[config.mk]
export PLATFORM = sky130hd
export DESIGN_NAME = RegSelect
export DESIGN_NICKNAME = d
export VERILOG_FILES = /design/src/cpuPkg.sv /design/src/RegSelect.sv
export VERILOG_INCLUDE_DIRS = /design/src
export SDC_FILE = /design/constraint.sdc
export NUM_CORES = 1
export LEC_CHECK = 0
export ABC_AREA = 1
export BUFFER_PORTS_ARGS = -buffer_cell sky130_fd_sc_hd__buf_2
export CORE_UTILIZATION = 28
export DETAILED_ROUTE_END_ITERATION = 10
export PLACE_DENSITY_LB_ADDON = 0.15
export SYNTH_ARGS = -nofsm -noshare
export SYNTH_HDL_FRONTEND = slang
export SYNTH_SLANG_ARGS = --single-unit
export TNS_END_PERCENT = 30
[constraint.sdc]
create_clock -name vclk -period 0.8
set_input_delay 0.04 -clock vclk [all_inputs]
set_output_delay 0.04 -clock vclk [all_outputs]
set_load 0.005 [all_outputs]
[src/cpu_params.svh]
`ifndef CPU_PARAMS_SVH
`define CPU_PARAMS_SVH

// Datapath word width in bits
`define WORD_W 32

// General purpose registers
`define NUM_REGS 16

// Word memory size and access latency in cycles
`define MEM_DEPTH 512
`define MEM_LAT 3

// Iterations of the shift-add multiply and restoring divide
`define DIV_STEPS 32

`endif

[src/cpuPkg.sv]
`include "cpu_params.svh"

package cpuPkg;

	typedef logic [`WORD_W-1:0] wordT;
	// HI lives in the upper word
	typedef logic [2*`WORD_W-1:0] dwordT;
	typedef logic [$clog2(`NUM_REGS)-1:0] regIdxT;

	typedef enum logic [4:0] {
		OP_ADD,
		OP_SUB,
		OP_AND,
		OP_OR,
		OP_SHR,
		OP_SHRA,
		OP_SHL,
		OP_ROR,
		OP_ROL,
		OP_NEG,
		OP_NOT,
		OP_MUL,
		OP_DIV
	} aluOpT;

	// Bus drivers, at most one set per cycle
	typedef struct packed {
		logic ext;
		logic rf;
		logic pc;
		logic ir;
		logic ry;
		logic rzLo;
		logic rzHi;
		logic hi;
		logic lo;
		logic mdr;
		logic imm;
		logic inport;
	} busSrcT;

	// Register load enables
	typedef struct packed {
		logic pc;
		logic ir;
		logic ry;
		logic rz;
		logic hi;
		logic lo;
		logic mar;
		logic mdr;
		logic outport;
	} regLoadT;

	// Branch condition in IR bits 20:19
	typedef enum logic [1:0] {
		CC_ZERO,
		CC_NONZERO,
		CC_POS,
		CC_NEG
	} condT;

endpackage

[src/RegSelect.sv]
`timescale 1ns/100ps

module RegSelect (
	input cpuPkg::wordT ir,
	input logic gra,
	input logic grb,
	input logic grc,
	input logic rIn,
	input logic rOut,
	input logic baOut,
	output cpuPkg::regIdxT idx,
	output logic wrEn,
	output logic rdEn,
	output cpuPkg::wordT imm
);
	import cpuPkg::*;

	// Field positions of ra, rb and rc
	always_comb begin
		if (gra) begin
			idx = ir[26:23];
		end else if (grb) begin
			idx = ir[22:19];
		end else if (grc) begin
			idx = ir[18:15];
		end else begin
			idx = '0;
		end
	end

	assign wrEn = rIn;
	// Base-address read also drives the bus
	assign rdEn = rOut | baOut;

	// Constant field C sign-extended to a word
	assign imm = {{($bits(wordT) - 19){ir[18]}}, ir[18:0]};

	// Strobes come from the controller, only one field at a time
	selOneField: assert final ($onehot0({gra, grb, grc}))
		else $error("more than one register field strobe set");

endmodule

# [Word-level counts from Yosys, hierarchy flattened]
# Cells that the tools add are included.
# W data, S select, Z words.
[word_totals] wordCells=4 memories=0 ff_bits=0 input_bits=38 output_inout_bits=38 mem_bits_ro=0 ramBits=0 latchBits=0
[op_classes] shifts=0 multipliers=0 add_sub_neg=0 magnitude_cmp=0 muxes=3 n_reduce_logical=0 n_eq_ne=0 bitwise=1 n_div=0
[ops] op="$mux W4" count=3
[ops] op="$or A1 B1 Y1" count=1

# [Longest topological paths before layout]
[depth] word_depth=3 ltp_mapped=5 ltp_nobuf=4

# [Worst setup path before layout]
# Ideal clock, no wire load.
[synth_timing] path_kind="input -> output" startpoint="input port grb" endpoint="output port idx[1]" slack_ns=0.378 stages=5 n_path_buf=1 required_time_ns=0.760 arrival_ns=0.382 cell_sequence="buf_6 -> nand2_1 -> nand2_1 -> nor2_1 -> nor2_1"
[synth_via] elab_chain_cells=2
[synth_rtl] element="from (decl)" line_no="RegSelect.sv:6" text="input logic grb,"
[synth_rtl] element="$mux W4" line_no="RegSelect.sv:22" text="end else if (grb) begin"
[synth_rtl] element="$mux W4" line_no="RegSelect.sv:20" text="if (gra) begin"
[synth_rtl] element="to (decl)" line_no="RegSelect.sv:11" text="output cpuPkg::regIdxT idx,"
# Every way passes these cells.

# [Worst setup path in the final report]
[layout_timing] startpoint="input port gra" endpoint="output port idx[1]"
[layout_via] elab_chain_cells=1
[layout_rtl] element="from (decl)" line_no="RegSelect.sv:5" text="input logic gra,"
[layout_rtl] element="$mux W4" line_no="RegSelect.sv:20"
# Every way passes these cells.

==> impl_metrics.ini <==
[place]
gpl.final_weighted_congestion = 0.5069
place_inst = 83
io_buffers = 39

[sta]
fin_setup_tns_ps = 0
timing_worst_slew_pin_value_ps = 231.4
slew_headroom_pct = 84.55
setup_viol = 0
finalCritPeriodShare_pct = 88.65
report.final.hold_viol_count = 0
rsz0062_at_grt = false
maxClockFrequency_ghz = 1.410
timing.final.crit_period_ps = 709.2
drv_slew = 0

[finish]
antenna_cells = 0
fraction_of_layout_instances_using_a_drive_strength_above_1_pct = 57.97
utilization_pct = 27.99
syn2layout_area_growth_pct = -12.37
sequential_cell_area_um2 = 0
finish.cell_count_without_fillers = 83
multiInputGateArea_um2 = 111.4
design.seq.count = 0
filler_cell_count = 141
clockBufferCount = 0
nNetsFinal = 109

[yosys]
total_nets_after_synthesis = 102
yosys.cell_count.top_type = sky130_fd_sc_hd__buf_4
syn_area_per_cell_um2 = 5.845
netlist-cell-type-count = 6
syn_area_um2 = 374.1
synthesis.instances = 64
synth.top_cells.by_count = 33 x sky130_fd_sc_hd__buf_4, 16 x sky130_fd_sc_hd__nor2_1, 12 x sky130_fd_sc_hd__nand2_1
post_synth_main_area_contributors = sky130_fd_sc_hd__buf_4 66%, sky130_fd_sc_hd__nor2_1 16%, sky130_fd_sc_hd__nand2_1 12%
synth_area_leader_cell = sky130_fd_sc_hd__buf_4
synth_top_area_share_pct = 66.22
synth.yosys.seq_area_share_pct = 0
ys_warn_count = 0

[power]
peakVddDrop_mv = 0.1462
design_power_total_mw = 0.1674
power_density_nw_per_um2 = 510.7
leakagePower_nw = 0.2209

[detailed_routing]
vias_per_cell = 3.699
iteration_count_of_the_initial_detailed_routing_pass = 3
routed_wl_um = 649
ant_nets = 0
detail_route.wl_per_cell_um = 7.819
drcViolationCount = 0
vias = 307
drt-initial-drc-count = 2

[worst_setup_path]
worst_setup_path_end_kind = output pin
largest_driver_fanout_on_the_critical_path = 8
cp_data_required_time_ps = 760
type_of_element_launching_the_critical_path = primary input
cp.arrival_ps = 670
path_class = primary input to output pin

[clock_network]
cts_setup_buffers = 0
holdBufCountCts = 0
cts-resized-gates = 0

[floorplan]
design.core.area_um2 = 1171
floorplan.initialDensity_pct = 31.94
die_height_um = 38.55
rows = 12
die_width_um = 38.55
ioPinCount = 76
dieArea_um2 = 1486

[grt]
grt_start_max_net_pins = 16
grt_util_all_layers_pct = 5.119
grt_first_pass_wirelength_um = 572
grt_pass1_vias = 132
global_route.overflow_total = 0
antenna_found_initial = 0

[min_path]
worst_hold_path_type = primary input to output pin

[run]
max_cap_violations = 0

[outcome]
result_of_the_run = finished clean
==> per-layer routing <==
| metal | share of wire [%] | vias to the layer above | track usage, % |
|---|---|---|---|
| li1 | - | 167 | - |
| met1 | 37 | 115 | 7.534 |
| met2 | 47 | 25 | 7.917 |
| met3 | 17 | 0 | 0.5814 |
| met4 | 0 | 0 | 0.8621 |
| met5 | 0 | - | 0 |
==> worst max-delay path: stages <==
cell,delay (ps)
sky130_fd_sc_hd__buf_2,90
sky130_fd_sc_hd__inv_1,180
sky130_fd_sc_hd__nand2_1,80
sky130_fd_sc_hd__nor2_1,120
sky130_fd_sc_hd__nor2_1,40
sky130_fd_sc_hd__buf_2,110
==> stage by stage <==
step	setup slack [ps]	instance area [um2]	hold slack [ps]
after floorplan	377.9	374.1	160.8
after global placement	86.95	327.8	80.03
after detailed placement	82.87	327.8	80.03
after CTS	82.65	327.8	80.03
after global routing	27.61	327.8	80.01
final	90.80	327.8	80.00
==> logic make-up after synthesis <==
family / Yosys count / share of synthesized area, %
AND/OR/NAND/NOR: 29 / 29.77
buffers and inverters: 35 / 70.23
==> cell type report <==
cell class,instances,area share [%]
Inverter,1,1.145
Timing Repair Buffer,39,59.54
Tap cell,14,5.344
Multi-Input combinational cell,29,33.97
==> final timing paths <==
| check | from | to | slack [ps] | depth (start not counted) |
|---|---|---|---|---|
| max | gra | idx[1] | 90 | 6 |
| min | ir[0] | imm[0] | 80 | 0 |
==> report_power, final <==
group          switching [mW]  internal (mW)  total [mW]
Clock                       0              0           0
Sequential                  0              0           0
Combinational          0.0781         0.0893       0.167
==> cells in the final DEF (no fill, tap or decap) <==
cell type,count
sky130_fd_sc_hd__or2_2,1
sky130_fd_sc_hd__buf_2,39
sky130_fd_sc_hd__nand2_1,12
sky130_fd_sc_hd__inv_1,1
sky130_fd_sc_hd__nor2_1,16
Note: power is estimated with default switching activity, not from simulation.
