--- src/cpu_params.svh ---
`ifndef CPU_PARAMS_SVH
`define CPU_PARAMS_SVH

// Datapath word width in bits
`define WORD_W 32

// General purpose registers
`define NUM_REGS 16

// Word memory size and access latency in cycles
`define MEM_DEPTH 512
`define MEM_LAT 3

// Iterations of the shift-add multiply and restoring divide
`define DIV_STEPS 32

`endif

--- src/cpuPkg.sv ---
`include "cpu_params.svh"

package cpuPkg;

	typedef logic [`WORD_W-1:0] wordT;
	// HI lives in the upper word
	typedef logic [2*`WORD_W-1:0] dwordT;
	typedef logic [$clog2(`NUM_REGS)-1:0] regIdxT;

	typedef enum logic [4:0] {
		OP_ADD,
		OP_SUB,
		OP_AND,
		OP_OR,
		OP_SHR,
		OP_SHRA,
		OP_SHL,
		OP_ROR,
		OP_ROL,
		OP_NEG,
		OP_NOT,
		OP_MUL,
		OP_DIV
	} aluOpT;

	// Bus drivers, at most one set per cycle
	typedef struct packed {
		logic ext;
		logic rf;
		logic pc;
		logic ir;
		logic ry;
		logic rzLo;
		logic rzHi;
		logic hi;
		logic lo;
		logic mdr;
		logic imm;
		logic inport;
	} busSrcT;

	// Register load enables
	typedef struct packed {
		logic pc;
		logic ir;
		logic ry;
		logic rz;
		logic hi;
		logic lo;
		logic mar;
		logic mdr;
		logic outport;
	} regLoadT;

	// Branch condition in IR bits 20:19
	typedef enum logic [1:0] {
		CC_ZERO,
		CC_NONZERO,
		CC_POS,
		CC_NEG
	} condT;

endpackage

--- src/BranchCond.sv ---
`timescale 1ns/100ps

module BranchCond (
	input logic clock,
	input logic arstN,
	input logic condIn,
	input cpuPkg::wordT ir,
	input cpuPkg::wordT regVal,
	output logic branch
);
	import cpuPkg::*;

	localparam int SignBit = $bits(wordT) - 1;

	condT cond;
	logic met;

	assign cond = condT'(ir[20:19]);

	always_comb begin
		case (cond)
			CC_ZERO: met = (regVal == '0);
			CC_NONZERO: met = (regVal != '0);
			CC_POS: met = !regVal[SignBit] && (regVal != '0);
			default: met = regVal[SignBit];
		endcase
	end

	always_ff @(posedge clock or negedge arstN) begin
		if (!arstN) begin
			branch <= 1'b0;
		end else if (condIn) begin
			branch <= met;
		end
	end

endmodule

--- config.mk ---
export PLATFORM = sky130hd
export DESIGN_NAME = BranchCond
export DESIGN_NICKNAME = d
export VERILOG_FILES = /design/src/cpuPkg.sv /design/src/BranchCond.sv
export VERILOG_INCLUDE_DIRS = /design/src
export SDC_FILE = /design/constraint.sdc
export NUM_CORES = 1
export LEC_CHECK = 0
export BUFFER_PORTS_ARGS = -buffer_cell sky130_fd_sc_hd__buf_2
export CAP_MARGIN = 0
export CELL_PAD_IN_SITES_DETAIL_PLACEMENT = 1
export CELL_PAD_IN_SITES_GLOBAL_PLACEMENT = 2
export CORE_UTILIZATION = 10
export CTS_CLUSTER_DIAMETER = 100
export DETAILED_ROUTE_END_ITERATION = 7
export PLACE_DENSITY = 0.95
export SLEW_MARGIN = 20
export SYNTH_ARGS = -nofsm -noshare
export SYNTH_HDL_FRONTEND = slang
export SYNTH_SLANG_ARGS = --single-unit
--- constraint.sdc ---
create_clock -name clock -period 0.8 [get_ports clock]
set_input_delay 0.16 -clock clock [delete_from_list [all_inputs] [get_ports clock]]
set_output_delay 0.16 -clock clock [all_outputs]
set_load 0.02 [all_outputs]
After elaboration in Yosys (flattened, before gate mapping) --
Cells that the tools add are included.
Storage, ports and cells: register bits after elaboration 1, memories kept 0, RAM bits 0, latch bits 0, bits in read-only memories 0
Cells by class: shift operators 0, multipliers 0, order comparisons 0, bitwise gates (word level) 0, reduce and logical (&&, ||, !) cells 5, mux-type cells 1, div/mod/pow operators 0, equality and inequality tests 2, add/subtract/negate cells 0
Operators by type and width (number):
- zero test 32 bit | 1
- nonzero test 32 bit | 1
- case mux 1 bit (3 select lines) | 1
- equality test 2 x 1 -> 1 bit (second input constant) | 1
- equality test 2 bit (second input constant) | 1
- zero test 2 bit | 1
- logical AND 1 bit | 1
- zero test 1 bit | 1

Logic depth before layout (Yosys ltp) --
Gate-level depths: netlist of the first run.
word-level depth 3, gate-level depth with buffers 4, mapped depth without buffers 4

Worst setup path after synthesis of the first run --
No wires, ideal clock.
path type input-to-reg, from input regVal[25], to register branch, stages 4, data arrival time 0.848 ns, data required time 0.670 ns, setup slack -0.178 ns, cell sequence nor4_1 nand4_1 o32ai_1 a31oi_1
On the way: word-level cells in the longest chain between the ends 3, elaborated cells on any way between the ends 4
RTL lines:
- start, declared | RTL line BranchCond.sv:8 | input cpuPkg::wordT regVal,
- nonzero test 32 bit | RTL line BranchCond.sv:23, BranchCond.sv:24
- logical AND 1 bit | RTL line BranchCond.sv:24 | CC_POS: met = !regVal[SignBit] && (regVal != '0);
- case mux 1 bit (3 select lines) * | RTL line BranchCond.sv:21 | case (cond)
- end signal, assigned | RTL line BranchCond.sv:33 | branch <= met;
- end, declared | RTL line BranchCond.sv:9 | output logic branch
Mark *: on every way between the ends. The rest lies on a longest branch, timed or not. A chain may end at the register's enable or synchronous reset.

Worst setup path after layout of the first run --
from input regVal[6], to register branch
The elaborated chain is that of the path after synthesis.

==> flow_summary.toml, run 1 <==
[status]
status = "complete, but fails checks"
failed_checks = "negative setup slack"

[synth]
async_flop_share = 1.000
synthTopCellsByArea = "nor4_2 (24%), nor4_1 (20%), dfrtp_1 (16%)"
syn-instance-count = 18
synth.most_common_cell = "nor4_1"
syn_nets = 85
ys_ff_latch = 1
synth.top_cell.area_share = 0.2419
synth_area_um2 = 155.1
ys_types = 11
avgSynthCellArea_um2 = 8.619
yosysSeqAreaShare = 0.1613
synth_edf_count = 0
synth_flop_cell = "dfrtp_1"
synthTopCellsByCount = "nor4_1 (5), nor4_2 (3), nand4_1 (2)"
synth_largest_area_cell = "nor4_2"
yosys_warnings = 0

[timing]
setup_viol = 1
hold_violations = 0
max_slew_margin = 0.8573
fmax_ghz = 0.8731
skew_ps = 0
worst_slew_pin_slew_ps = 212.1
maxSlewViolCount = 0
setup_ws_ps = -345.4
setup_tns_ps = -345.4
rsz0062_at_grt = "true"
min_period_ps = 1145
post-route-period-util = 1.432

[placement]
portBuffers = 37
routabilityCongestion = 0.6095
pre_cts_slack_ps = -447.9

[final_layout]
post_route_cells_drive_above_1_share = 0.7931
antenna-diode-count = 0
fill_cells = 178
reg.largest.list = "branch (1)"
area_growth_pct = 202.4
top_register = "branch"
fin_nets = 127
largest_reg_flops = 1

[routing]
drtAntennaViolNets = 0
dr.pass1.iters = 2
routedWlPerCell_um = 10.44
drt-total-wl_um = 762
drc = 0
drt_iter0_drc = 2
via_per_inst = 4.466
via_count = 326

[setup_path]
critPathLaunchType = "input port"
crit_start = "regVal[6]"
r2r_cells = 2
cp.arrival_ps = 1010
cp-end-kind = "flip-flop"
cp.required_ps = 670
r2r-start = "branch"
critPathKind = "input port to flip-flop"
cp_max_fo = 2

[cts]
clock_latency_ps = 0
clk_pin_slew_worst_paths_ps = 0

[floorplan]
core-area_um2 = 1366
die-area_um2 = 1713
fp.dieW_um = 41.39
initial_core_util = 0.1136
die_h_um = 41.39
rows = 13
ioPinCount = 68

[run]
cap_violations = 0

[grt]
first_global_vias = 288
grt_overflow = 0
grt_util_met2 = 0.2070
top_usage_layer = "met2"
grt_pass1_wl_um = 1083
grt_max_degree = 4
met1_usage = 0.09119
track_usage = 0.09121
use_met3 = 0.005319
antenna_found_initial = 0

[hold_path]
worstHoldPathType = "input port to flip-flop"
hold_depth = 2
hold_start = "condIn"

[pwr]
peakVddDrop_v = 0.0002632
p_leak_nw = 0.2007
powerDensity_nw_per_um2 = 534.7
## critical path, stage by stage
cell	delay, ps
buf_2	110
nor4_4	250
nand4_1	140
o32ai_1	290
a31oi_1	60
## placed cells by master, fill, tap and decap left out
master and count:
a31oi_1 1, nor2b_1 1, o32ai_1 1, buf_4 2
buf_2 33, xnor2_1 1, nand3_1 1, nand4_1 2
nor4_1 1, dlygate4sd3_1 1, dfrtp_1 1, or2_0 1
nor4_2 3, o211ai_1 1, buf_6 4, nor4_4 4
## path summary, 6_finish.rpt
path	endpoint	slack, ps
setup / recovery	branch	-350
hold / removal	branch	390
setup reg to reg	branch	140
hold reg to reg	branch	570
max in group asynchronous	branch	240
min in group asynchronous	branch	470
## report_power, final
part           switching [W]  internal [W]   total, W
clock                      0             0          0
combinational      0.0000774      0.000112   0.000190
sequential        0.00000333     0.0000577  0.0000610
## cell type report
class,instances,area (um2),area share
Multi-Input combinational cell,17,190.2,0.4053
Timing Repair Buffer,40,235.2,0.5013
Tap cell,15,18.77,0.04000
Sequential cell,1,25.02,0.05333
## per-stage QoR
| stage | hold slack (ps) | instance area, um2 | power, W | std cells | util |
|---|---|---|---|---|---|
| final | 387.7 | 469.2 | 0.0002509 | 73 | 0.3434 |
| after global routing | 409.8 | 469.2 | 0.0002701 | 73 | 0.3434 |
| after CTS | 391.0 | 451.7 | 0.0002439 | 73 | 0.3306 |
| after detailed placement | -63.18 | 410.4 | 0.0002245 | 72 | 0.3004 |
| after global placement | -63.63 | 410.4 | 0.0002209 | 72 | 0.3004 |
| after floorplan | -135.6 | 191.4 | 0.00009820 | 18 | - |
## repair_timing
action / CTS / global route
pin swaps: 8 / 2
endpoints found under the hold margin: 1 / 0
resized for setup: 5 / 2
setup endpoints to repair: 1 / 1
hold buffers: 1 / 0
setup buffers: 0 / 0
## routing by layer
metal | part of all wire | vias to the layer above
met4 | 0 | 0
met2 | 0.50 | 28
met3 | 0.15 | 0
li1 | - | 162
met5 | 0 | -
met1 | 0.35 | 136
## cell families after synthesis
kind of cell,synth area share
flip-flops,0.1613
XOR/XNOR,0.05646
AO/OA/AOI/OAI,0.1452
AND/OR/NAND/NOR,0.6371
Power figures use the tool's default switching activity.
==> run 2, diff against run 1 <==
Settings changed: SETUP_SLACK_MARGIN set to 0.1.
==> run 2 against run 1 <==
The flow still finishes with violations (negative setup slack). Sequential power increased by 3%. Worst setup slack unchanged. Via count unchanged. First-iteration DRC count stayed put. Power rose by 3.5%. Sequential share of layout area decreased by 0.070 points. Die area stayed put. Fmax stayed put. Cell count is the same. Clock skew did not move. Hold slack unchanged. Critical path type unchanged. Highest routed layer unchanged.
==> flow_summary.toml, run 2 (synthesis gave the netlist of run 1 again) <==
[setup_path]
cp-end-kind = "flip-flop"
cpPeakStageDelay_ps = 290
critPathBufInv = 1
cp.arrival_ps = 1010
r2r-start = "branch"
cp.required_ps = 670
r2r_cells = 2
crit_family = "simple AND/OR/NAND/NOR gates"
critPathLaunchType = "input port"
crit_path_top_delay_cell = "o32ai_1"
crit_start = "regVal[6]"
critPathKind = "input port to flip-flop"
crit_path_end = "branch"
r2r_end = "branch"
r2r_setup_slack_ps = 130
cp.depth = 5
cp_max_fo = 2
crit_chain = "buf_2, nor4_4, nand4_1, o32ai_1, a31oi_1"

[timing]
setup_viol = 1
rsz0062_at_grt = "true"
min_period_ps = 1145
skew_ps = 0
hold_violations = 0
fmax_ghz = 0.8731
post-route-period-util = 1.432
maxSlewViolCount = 0
worst_slew_pin_slew_ps = 212.1
setup_ws_ps = -345.4
whs_ps = 387.7
max_slew_margin = 0.8573

[pwr]
netSwitchingPower_w = 0.00008231
finalPower_w = 0.0002596
p_leak_nw = 0.2031
powerDensity_nw_per_um2 = 546.1
pwr-share-clk = 0
peakVddDrop_v = 0.0002681
p_seq_frac = 0.241
p_int_w = 0.0001773
combPwrFrac = 0.759
switching_share = 0.3170

[status]
status = "complete, but fails checks"
failed_checks = "negative setup slack"

[cts]
clock_latency_ps = 0
post_cts_buffers = 0
clk_pin_slew_worst_paths_ps = 0

[routing]
dr.pass1.iters = 2
via_count = 326
via_per_inst = 4.466
drt-total-wl_um = 763
drc = 0
drt_iter0_drc = 2
drtAntennaViolNets = 0
routedWlPerCell_um = 10.45

[floorplan]
rows = 13
die-area_um2 = 1713
ioPinCount = 68
fp.dieW_um = 41.39
die_h_um = 41.39
initial_core_util = 0.1136
core-area_um2 = 1366

[grt]
grt_max_degree = 4
antenna_found_initial = 0
grt_pass1_wl_um = 1083
track_usage = 0.09121
grt_overflow = 0
first_global_vias = 288

[hold_path]
hold_depth = 2
worstHoldPathType = "input port to flip-flop"

[final_layout]
antenna-diode-count = 0
largest_reg_flops = 1
top_register = "branch"
fin_nets = 127
fin_area_um2 = 475.5
fill_cells = 179
final_cell_mix = "buf_2 (32), buf_6 (5), nor4_4 (4)"
final_common_cell = "buf_2"
area_growth_pct = 206.5
reg.largest.list = "branch (1)"
post_route_cells_drive_above_1_share = 0.7931

[placement]
pre_cts_slack_ps = -447.9
routabilityCongestion = 0.6095
placed_area_um2 = 410.4
portBuffers = 37

[run]
cap_violations = 0
[run 2: worst min-delay path by stage]
stage          endpoint   start  slack, ps
6_report         branch  condIn        390
5_1_grt          branch  condIn        410
4_1_cts          branch  condIn        390
3_5_place_dp     branch   arstN        -60
3_3_place_gp     branch   arstN        -60
2_1_floorplan    branch   arstN       -140
[run 2: layer usage]
metal	share of wire	vias up	GRT usage
met5	0	-	0
met4	0	0	0
met3	0.15	0	0.005319
met2	0.50	28	0.2070
met1	0.35	136	0.09119
li1	-	162	-
[run 2: stage by stage]
step | cells | setup TNS (ps) | util
3_5_place_dp | 72 | -447.9 | 0.3004
5_1_grt | 73 | -437.1 | 0.3480
4_1_cts | 73 | -351.9 | 0.3306
2_1_floorplan | 18 | -168.5 | -
3_3_place_gp | 72 | -429.0 | 0.3004
6_report | 73 | -345.4 | 0.3480
[run 2: cell type report]
cell class / instances / area [um2] / area share
sequential: 1 / 25.02 / 0.05263
multi-input combinational: 17 / 190.2 / 0.4000
timing repair buffer: 40 / 241.5 / 0.5079
tap: 15 / 18.77 / 0.03947
[run 2: power groups by stage]
| stage | Combinational (W) | Sequential (W) | Clock [W] |
|---|---|---|---|
| CTS | 0.000183 | 0.0000610 | 0 |
| global route | 0.000215 | 0.0000642 | 0 |
| detailed placement | 0.000164 | 0.0000609 | 0 |
| finish | 0.000197 | 0.0000626 | 0 |
| floorplan | 0.0000297 | 0.0000685 | 0 |
| global placement | 0.000160 | 0.0000609 | 0 |
[run 2: what timing repair did]
item | in CTS | in global routing
hold endpoints to repair | 1 | 0
hold buffers | 1 | 0
pin swaps | 8 | 2
resized for setup | 5 | 4
endpoints found under the setup margin | 1 | 2
