$ cat src/cpu_params.svh
`ifndef CPU_PARAMS_SVH
`define CPU_PARAMS_SVH

// Datapath word width in bits
`define WORD_W 32

// General purpose registers
`define NUM_REGS 16

// Word memory size and access latency in cycles
`define MEM_DEPTH 512
`define MEM_LAT 3

// Iterations of the shift-add multiply and restoring divide
`define DIV_STEPS 32

`endif

$ cat src/cpuPkg.sv
`include "cpu_params.svh"

package cpuPkg;

	typedef logic [`WORD_W-1:0] wordT;
	// HI lives in the upper word
	typedef logic [2*`WORD_W-1:0] dwordT;
	typedef logic [$clog2(`NUM_REGS)-1:0] regIdxT;

	typedef enum logic [4:0] {
		OP_ADD,
		OP_SUB,
		OP_AND,
		OP_OR,
		OP_SHR,
		OP_SHRA,
		OP_SHL,
		OP_ROR,
		OP_ROL,
		OP_NEG,
		OP_NOT,
		OP_MUL,
		OP_DIV
	} aluOpT;

	// Bus drivers, at most one set per cycle
	typedef struct packed {
		logic ext;
		logic rf;
		logic pc;
		logic ir;
		logic ry;
		logic rzLo;
		logic rzHi;
		logic hi;
		logic lo;
		logic mdr;
		logic imm;
		logic inport;
	} busSrcT;

	// Register load enables
	typedef struct packed {
		logic pc;
		logic ir;
		logic ry;
		logic rz;
		logic hi;
		logic lo;
		logic mar;
		logic mdr;
		logic outport;
	} regLoadT;

	// Branch condition in IR bits 20:19
	typedef enum logic [1:0] {
		CC_ZERO,
		CC_NONZERO,
		CC_POS,
		CC_NEG
	} condT;

endpackage

$ cat src/BusMux.sv
`timescale 1ns/100ps

module BusMux (
	input cpuPkg::busSrcT sel,
	input cpuPkg::wordT ext,
	input cpuPkg::wordT rf,
	input cpuPkg::wordT pc,
	input cpuPkg::wordT ir,
	input cpuPkg::wordT ry,
	input cpuPkg::wordT rzLo,
	input cpuPkg::wordT rzHi,
	input cpuPkg::wordT hi,
	input cpuPkg::wordT lo,
	input cpuPkg::wordT mdr,
	input cpuPkg::wordT imm,
	input cpuPkg::wordT inport,
	output cpuPkg::wordT bus
);

	// AND-OR select, an idle bus reads zero
	always_comb begin
		bus = '0;
		if (sel.ext) bus |= ext;
		if (sel.rf) bus |= rf;
		if (sel.pc) bus |= pc;
		if (sel.ir) bus |= ir;
		if (sel.ry) bus |= ry;
		if (sel.rzLo) bus |= rzLo;
		if (sel.rzHi) bus |= rzHi;
		if (sel.hi) bus |= hi;
		if (sel.lo) bus |= lo;
		if (sel.mdr) bus |= mdr;
		if (sel.imm) bus |= imm;
		if (sel.inport) bus |= inport;
	end

	busOneDriver: assert final ($onehot0(sel))
		else $error("more than one bus driver selected");

endmodule

$ cat config.mk
export PLATFORM = sky130hd
export DESIGN_NAME = BusMux
export DESIGN_NICKNAME = d
export VERILOG_FILES = /design/src/cpuPkg.sv /design/src/BusMux.sv
export VERILOG_INCLUDE_DIRS = /design/src
export SDC_FILE = /design/constraint.sdc
export NUM_CORES = 1
export LEC_CHECK = 0
export ABC_AREA = 1
export BUFFER_PORTS_ARGS = -buffer_cell sky130_fd_sc_hd__buf_2
export CORE_AREA = 5 5 165 167
export DETAILED_ROUTE_END_ITERATION = 8
export DIE_AREA = 0 0 170 172
export GPL_TIMING_DRIVEN = 0
export PLACE_DENSITY = 0.47
export SETUP_SLACK_MARGIN = 0.1
export SLEW_MARGIN = 10
export SYNTH_ARGS = -nofsm -noshare
export SYNTH_HDL_FRONTEND = slang
export SYNTH_SLANG_ARGS = --single-unit
export TNS_END_PERCENT = 1
$ cat constraint.sdc
create_clock -name vclk -period 1.7
set_input_delay 0.255 -clock vclk [all_inputs]
set_output_delay 0.255 -clock vclk [all_outputs]
set_load 0.05 [all_outputs]
Yosys cells after proc, flatten, opt, wreduce, memory -nomap -nowiden:

Cells that the tools add are included.

* register bits: 0
* latch bits: 0
* memory bits (writable): 0
* ROM bits: 0
* memories kept: 0

* add/subtract/negate cells: 0
* multiply operators: 0
* divide/modulo/power cells: 0
* order comparisons: 0
* eq/ne operators: 0
* shift-type cells: 0
* multiplexer cells: 12
* bitwise gates (word level): 11
* reduce and logical (&&, ||, !) cells: 0

Operators with widths (count)
* 32-bit two-way mux: 12
* 32-bit bitwise OR: 11

Longest topological paths before layout:

Gate-level depths: netlist of run 1.

* depth after elaboration: 23
* mapped depth: 5

Least setup slack after synthesis of run 1:

Ideal clock, no wire load.

* path type: input -> output
* start: input sel[1] (netlist name)
* end: output bus[22]
* arrival time: 0.981 ns
* path slack: 0.464 ns
* stages on the path: 5
* path through: buf_4 nand2_1 nand2_1 nor2_1 nand3_1

* longest elaborated chain between the ends: 3

Ends and longest elaborated chain
* start, declared: line BusMux.sv:4 `input cpuPkg::busSrcT sel,`
* 32-bit two-way mux *: line BusMux.sv:33 `if (sel.imm) bus |= imm;`
* 32-bit bitwise OR: line BusMux.sv:34 `if (sel.inport) bus |= inport;`
* 32-bit two-way mux *: line BusMux.sv:34
* end, declared: line BusMux.sv:17 `output cpuPkg::wordT bus`

Every way passes the cells marked *; elsewhere a longest branch is shown, timed or not.

Worst setup path after layout of run 1:

* start: input sel[11] (netlist name)
* end: output bus[2]

* longest elaborated chain between the ends: 23

Ends and longest elaborated chain
* 32-bit two-way mux *: line BusMux.sv:23 `if (sel.ext) bus |= ext;`
* 32-bit bitwise OR: line BusMux.sv:24 `if (sel.rf) bus |= rf;`
* 32-bit two-way mux *: line BusMux.sv:24
* 32-bit bitwise OR: line BusMux.sv:25 `if (sel.pc) bus |= pc;`
* 32-bit two-way mux *: line BusMux.sv:25
* 32-bit bitwise OR: line BusMux.sv:26 `if (sel.ir) bus |= ir;`
* 32-bit two-way mux *: line BusMux.sv:26
* 32-bit bitwise OR: line BusMux.sv:27 `if (sel.ry) bus |= ry;`
* [7 not listed]
* 32-bit bitwise OR: line BusMux.sv:31 `if (sel.lo) bus |= lo;`
* 32-bit two-way mux *: line BusMux.sv:31
* 32-bit bitwise OR: line BusMux.sv:32 `if (sel.mdr) bus |= mdr;`
* 32-bit two-way mux *: line BusMux.sv:32
* 32-bit bitwise OR: line BusMux.sv:33
* 32-bit two-way mux *: line BusMux.sv:33
* 32-bit bitwise OR: line BusMux.sv:34
* 32-bit two-way mux *: line BusMux.sv:34

Marked as above.

==> results of run 1 <==
[how the worst max path moves through the flow]
stage,startpoint,to,slack [ps],depth (start not counted)
detailed placement,sel[11],bus[30],-260,7
CTS,sel[2],bus[19],90,7
floorplan,sel[1],bus[22],460,5
global route,sel[11],bus[30],50,7
global placement,sel[11],bus[30],-240,7
finish,sel[11],bus[2],110,7
[worst max-delay path, stage by stage]
cell and delay [ps]:
buf_2 200, buf_6 200, nand2_1 60, nand2_1 50, nor2_1 220, nand3_1 120, buf_2 230
[per-stage QoR]
step                std cells  setup slack, ps  utilization, %
finish                   1503              113            22.0
global route             1503             48.5            22.0
CTS                      1503             85.7            21.9
detailed placement       1503             -257            21.9
global placement         1503             -245            21.9
floorplan                 740              464               -
[cell families after synthesis]
logic type	Yosys count	synth area share, %
buffers and inverters	36	12.0
AND/OR/NAND/NOR	704	88.0
[power by group through the flow]
stage / Clock, mW / Sequential [mW] / Combinational [mW]
2_1_floorplan: 0 / 0 / 0.644
3_3_place_gp: 0 / 0 / 1.40
3_5_place_dp: 0 / 0 / 1.41
4_1_cts: 0 / 0 / 1.42
5_1_grt: 0 / 0 / 1.57
6_report: 0 / 0 / 1.41
[placed cells by master (no fill, tap or decap)]
| cell | count |
|---|---|
| buf_2 | 427 |
| buf_4 | 8 |
| buf_6 | 27 |
| clkbuf_4 | 2 |
| nand2_1 | 576 |
| nand3_1 | 32 |
| nor2_1 | 94 |
| nor2_2 | 1 |
| nor2_4 | 1 |
[per-layer routing]
| metal | GRT usage [%] | routed length [um] | vias to the layer above |
|---|---|---|---|
| li1 | - | - | 3081 |
| met1 | 21.0 | 10800 | 2600 |
| met2 | 30.5 | 13400 | 326 |
| met3 | 2.58 | 2350 | 27 |
| met4 | 2.53 | 367 | 0 |
| met5 | 0 | 0 | - |
[what timing repair did]
item | in CTS | in global routing
gates cloned | 0 | 0
setup endpoints to repair | 10 | 19
pin swaps | 1 | 0
resized for setup | 4 | 3
setup buffers | 0 | 0
[layout make-up]
| type | count | share of cell area, % |
|---|---|---|
| plain buffers | 36 | 6.60 |
| multi-input cells | 704 | 47.8 |
| repair buffers | 428 | 38.1 |
| well taps | 335 | 7.45 |
==> impl_results.md, run 1 <==
- GR Overflow Total: 0
- Gr usage total: 16.6%
- Core area: 0.0256 mm2
- Hold path start: rzHi[30]
- Final Power: 1.41 mW
- Synth top cells by count: nand2_1, nor2_1, nand3_1, buf_6, buf_4
- DR vias/cell: 4.01
- GP Congestion: 0.858
- Top post-synthesis cells by area: nand2_1, nor2_1, buf_6, nand3_1, buf_4
- Internal power consumption: 0.616 mW
- Relative slew slack: 81.1%
- Critical Path AT: 1330 ps
- Worst Hold End: bus[30]
- Largest vdd supply drop: 0.0660 mV
- Tcrit/Tclk final: 93.3%
- Initial antenna violation count: 0
- Design Area, Final: 0.00563 mm2
- Synth warn: 0
- Psw: 0.793 mW
- Power share of the combinational group: 100.0%
- Storage cell area: 0 um2
- Synth top area share: 71.0%
- Hold Path Cell Cnt: 6
- Area post-placement: 0.00561 mm2
- DP HPWL: 22200 um
- Share of layout cells above drive strength 1: 39.9%
- Post-Syn Area: 0.00305 mm2
- Drt total wl: 26900 um
- CP max FO: 10
- IO buf count: 428
- Routed Antenna Nets: 0
- Setup TNS: 0 ps
- First-pass GRT wire length: 36000 um
- Die Y-Extent: 172 um
- # rows: 59
- Residual DRC: 0
- Vias in the first global route: 5798
- Max Slew Vio Count: 0
- Post-synthesis sequential area ratio: 0%
- Fmax: 0.630 GHz
- Seq pwr share: 0%
- RSZ-0062 raised after global routing: yes
- Multi-input logic area: 0.00269 mm2
- Final hold vios: 0
- Die ar.: 0.0292 mm2
- Synth unique cells: 6
- Critical path class: in2out
- Post-CTS Hold Buffers: 0
- DR pass1 iterations: 9
- Power per cell area: 250 mW/mm2
- Worst hold slack: 975 ps
- Initial drt markers: 356
- Largest net degree at the start of global routing: 11
- Avg Inst Size Synth: 4.12 um2
- Flip-flop and latch count: 0
- Worst hold path class: in2out
- Cells after synthesis: 740
- CP Data Required Time: 1440 ps
- DR WL/cell: 17.9 um
- Chip Width: 170 um
- Switching power share of the total: 56.3%
- Most common cell in the netlist: nand2_1
- Initial Util: 11.9%
- Antenna fix cells: 0
- Tightest Pin Transition: 284 ps
- Max-cap viol count: 0
- Area Overhead vs Synth: 84.7%
- Setup Viol. Count Final: 0
- Largest area contributor in the netlist: nand2_1
- Fillers: 3105
- Vias: 6034
- Min Tclk post-route: 1590 ps
- CP Launch Type: input pin
- Syn Nets: 1136
- CLK BUF: 0
- Clk pwr share: 0%
- Crit. End Element: primary output
- Layout Nets: 1566
- # IOs: 428
- Leak pwr: 3.73 nW
- Outcome: completed
Note: power is estimated with default switching activity, not from simulation.
==> run 2: changes to the inputs <==
Settings changed: GPL_TIMING_DRIVEN 0 to unset.
==> impl_results.md, run 2 (synthesis results as in run 1) <==
- Outcome: completed
- Chip Width: 170 um
- Most frequent cells in the layout: nand2_1, buf_2, nor2_1
- IO buf count: 428
- GR Overflow Total: 0
- CP max FO: 16
- Drt total wl: 22900 um
- Die ar.: 0.0292 mm2
- Relative slew slack: 82.1%
- Layout Nets: 1552
- Commonest non-fill, non-tap cell in the layout: nand2_1
- Routed Antenna Nets: 0
- Placement Setup Slack: -67.9 ps
- Largest vdd supply drop: 0.127 mV
- Area Overhead vs Synth: 85.1%
- Die Y-Extent: 172 um
- Worst hold slack: 977 ps
- Max Slew Vio Count: 0
- WL met1: 8830 um
- DR vias/cell: 3.93
- Wire length on met2: 11500 um
- Hold path start: mdr[5]
- Min Tclk post-route: 1510 ps
- Worst hold path class: in2out
- Post-CTS Hold Buffers: 0
- CLK BUF: 0
- Critical path class: in2out
- First-pass GRT wire length: 32300 um
- Leak pwr: 3.71 nW
- Initial antenna violation count: 2
- Tightest Pin Transition: 270 ps
- Final Power: 1.36 mW
- # IOs: 428
- Fmax: 0.663 GHz
- GP Congestion: 0.889
- Critical Path AT: 1250 ps
- Final hold vios: 0
- CP startpoint: sel[6]
- CP Launch Type: input pin
- Setup Viol. Count Final: 0
- Max-cap viol count: 0
- Crit. End Element: primary output
- Share of layout cells above drive strength 1: 39.1%
- Core area: 0.0256 mm2
- DR WL/cell: 15.4 um
- Gr usage total: 14.1%
- Met3 WL post-DR: 2000 um
- RSZ-0062 raised after global routing: no
- Hold Path Cell Cnt: 6
- Flip-flop and latch count: 0
- DP HPWL: 19500 um
- Setup ws final: 192 ps
- Vias: 5864
- Initial drt markers: 229
- Setup TNS: 0 ps
- Tcrit/Tclk final: 88.7%
- Area post-placement: 0.00563 mm2
- Residual DRC: 0
- Top Metal Used: met4
- Vias in the first global route: 5880
- CP Data Required Time: 1440 ps
- Power per cell area: 241 mW/mm2
- Storage cell area: 0 um2
- Initial Util: 11.9%
- Largest net degree at the start of global routing: 33
- Design Area, Final: 0.00564 mm2
- DR pass1 iterations: 7
- # rows: 59
## run 2: cell count changes in the layout (fill, tap and decap cells not counted)
cell	before	now
buf_4	8	7
buf_6	27	0
buf_12	0	17
diode_2	0	2
nor2_2	1	0
buf_2	427	426
clkbuf_4	2	0
nor2_1	94	95
## run 2: layout make-up
class	count	area, um2
Timing Repair Buffer	450	2520
Multi-Input combinational cell	704	2690
Fill cell	3066	20000
Tap cell	335	419
Antenna cell	2	5.00
## run 2: through the flow
step	utilization (%)	instances
after global placement	22.0	1489
after CTS	22.0	1489
final	22.0	1491
after global routing	22.0	1491
after floorplan	-	740
after detailed placement	22.0	1489
## run 2: per-layer routing
layer,vias up,GRT usage (%)
li1,3047,-
met1,2477,16.9
met2,303,26.3
met3,37,2.63
met4,0,3.19
met5,-,0
## run 2: path summary, 6_finish.rpt
path / endpoint / slack [ps]
worst max-delay path: bus[0] / 190
worst min-delay path: bus[5] / 980
## run 2: power breakdown
group / switching (mW) / internal [mW]
Clock: 0 / 0.000000157
Combinational: 0.733 / 0.624
Sequential: 0 / 0
## run 2: critical path, cell delays in order
cell	delay (ps)
buf_2	130
buf_12	150
nand2_1	80
nand2_1	60
nor2_1	160
nand3_1	150
buf_2	240
## run 2: what timing repair did
| item | CTS | global route |
|---|---|---|
| hold endpoints to repair | 0 | 0 |
| gates resized for setup | 2 | 0 |
| setup buffers | 0 | 0 |
| endpoints found under the setup margin | 1 | 0 |
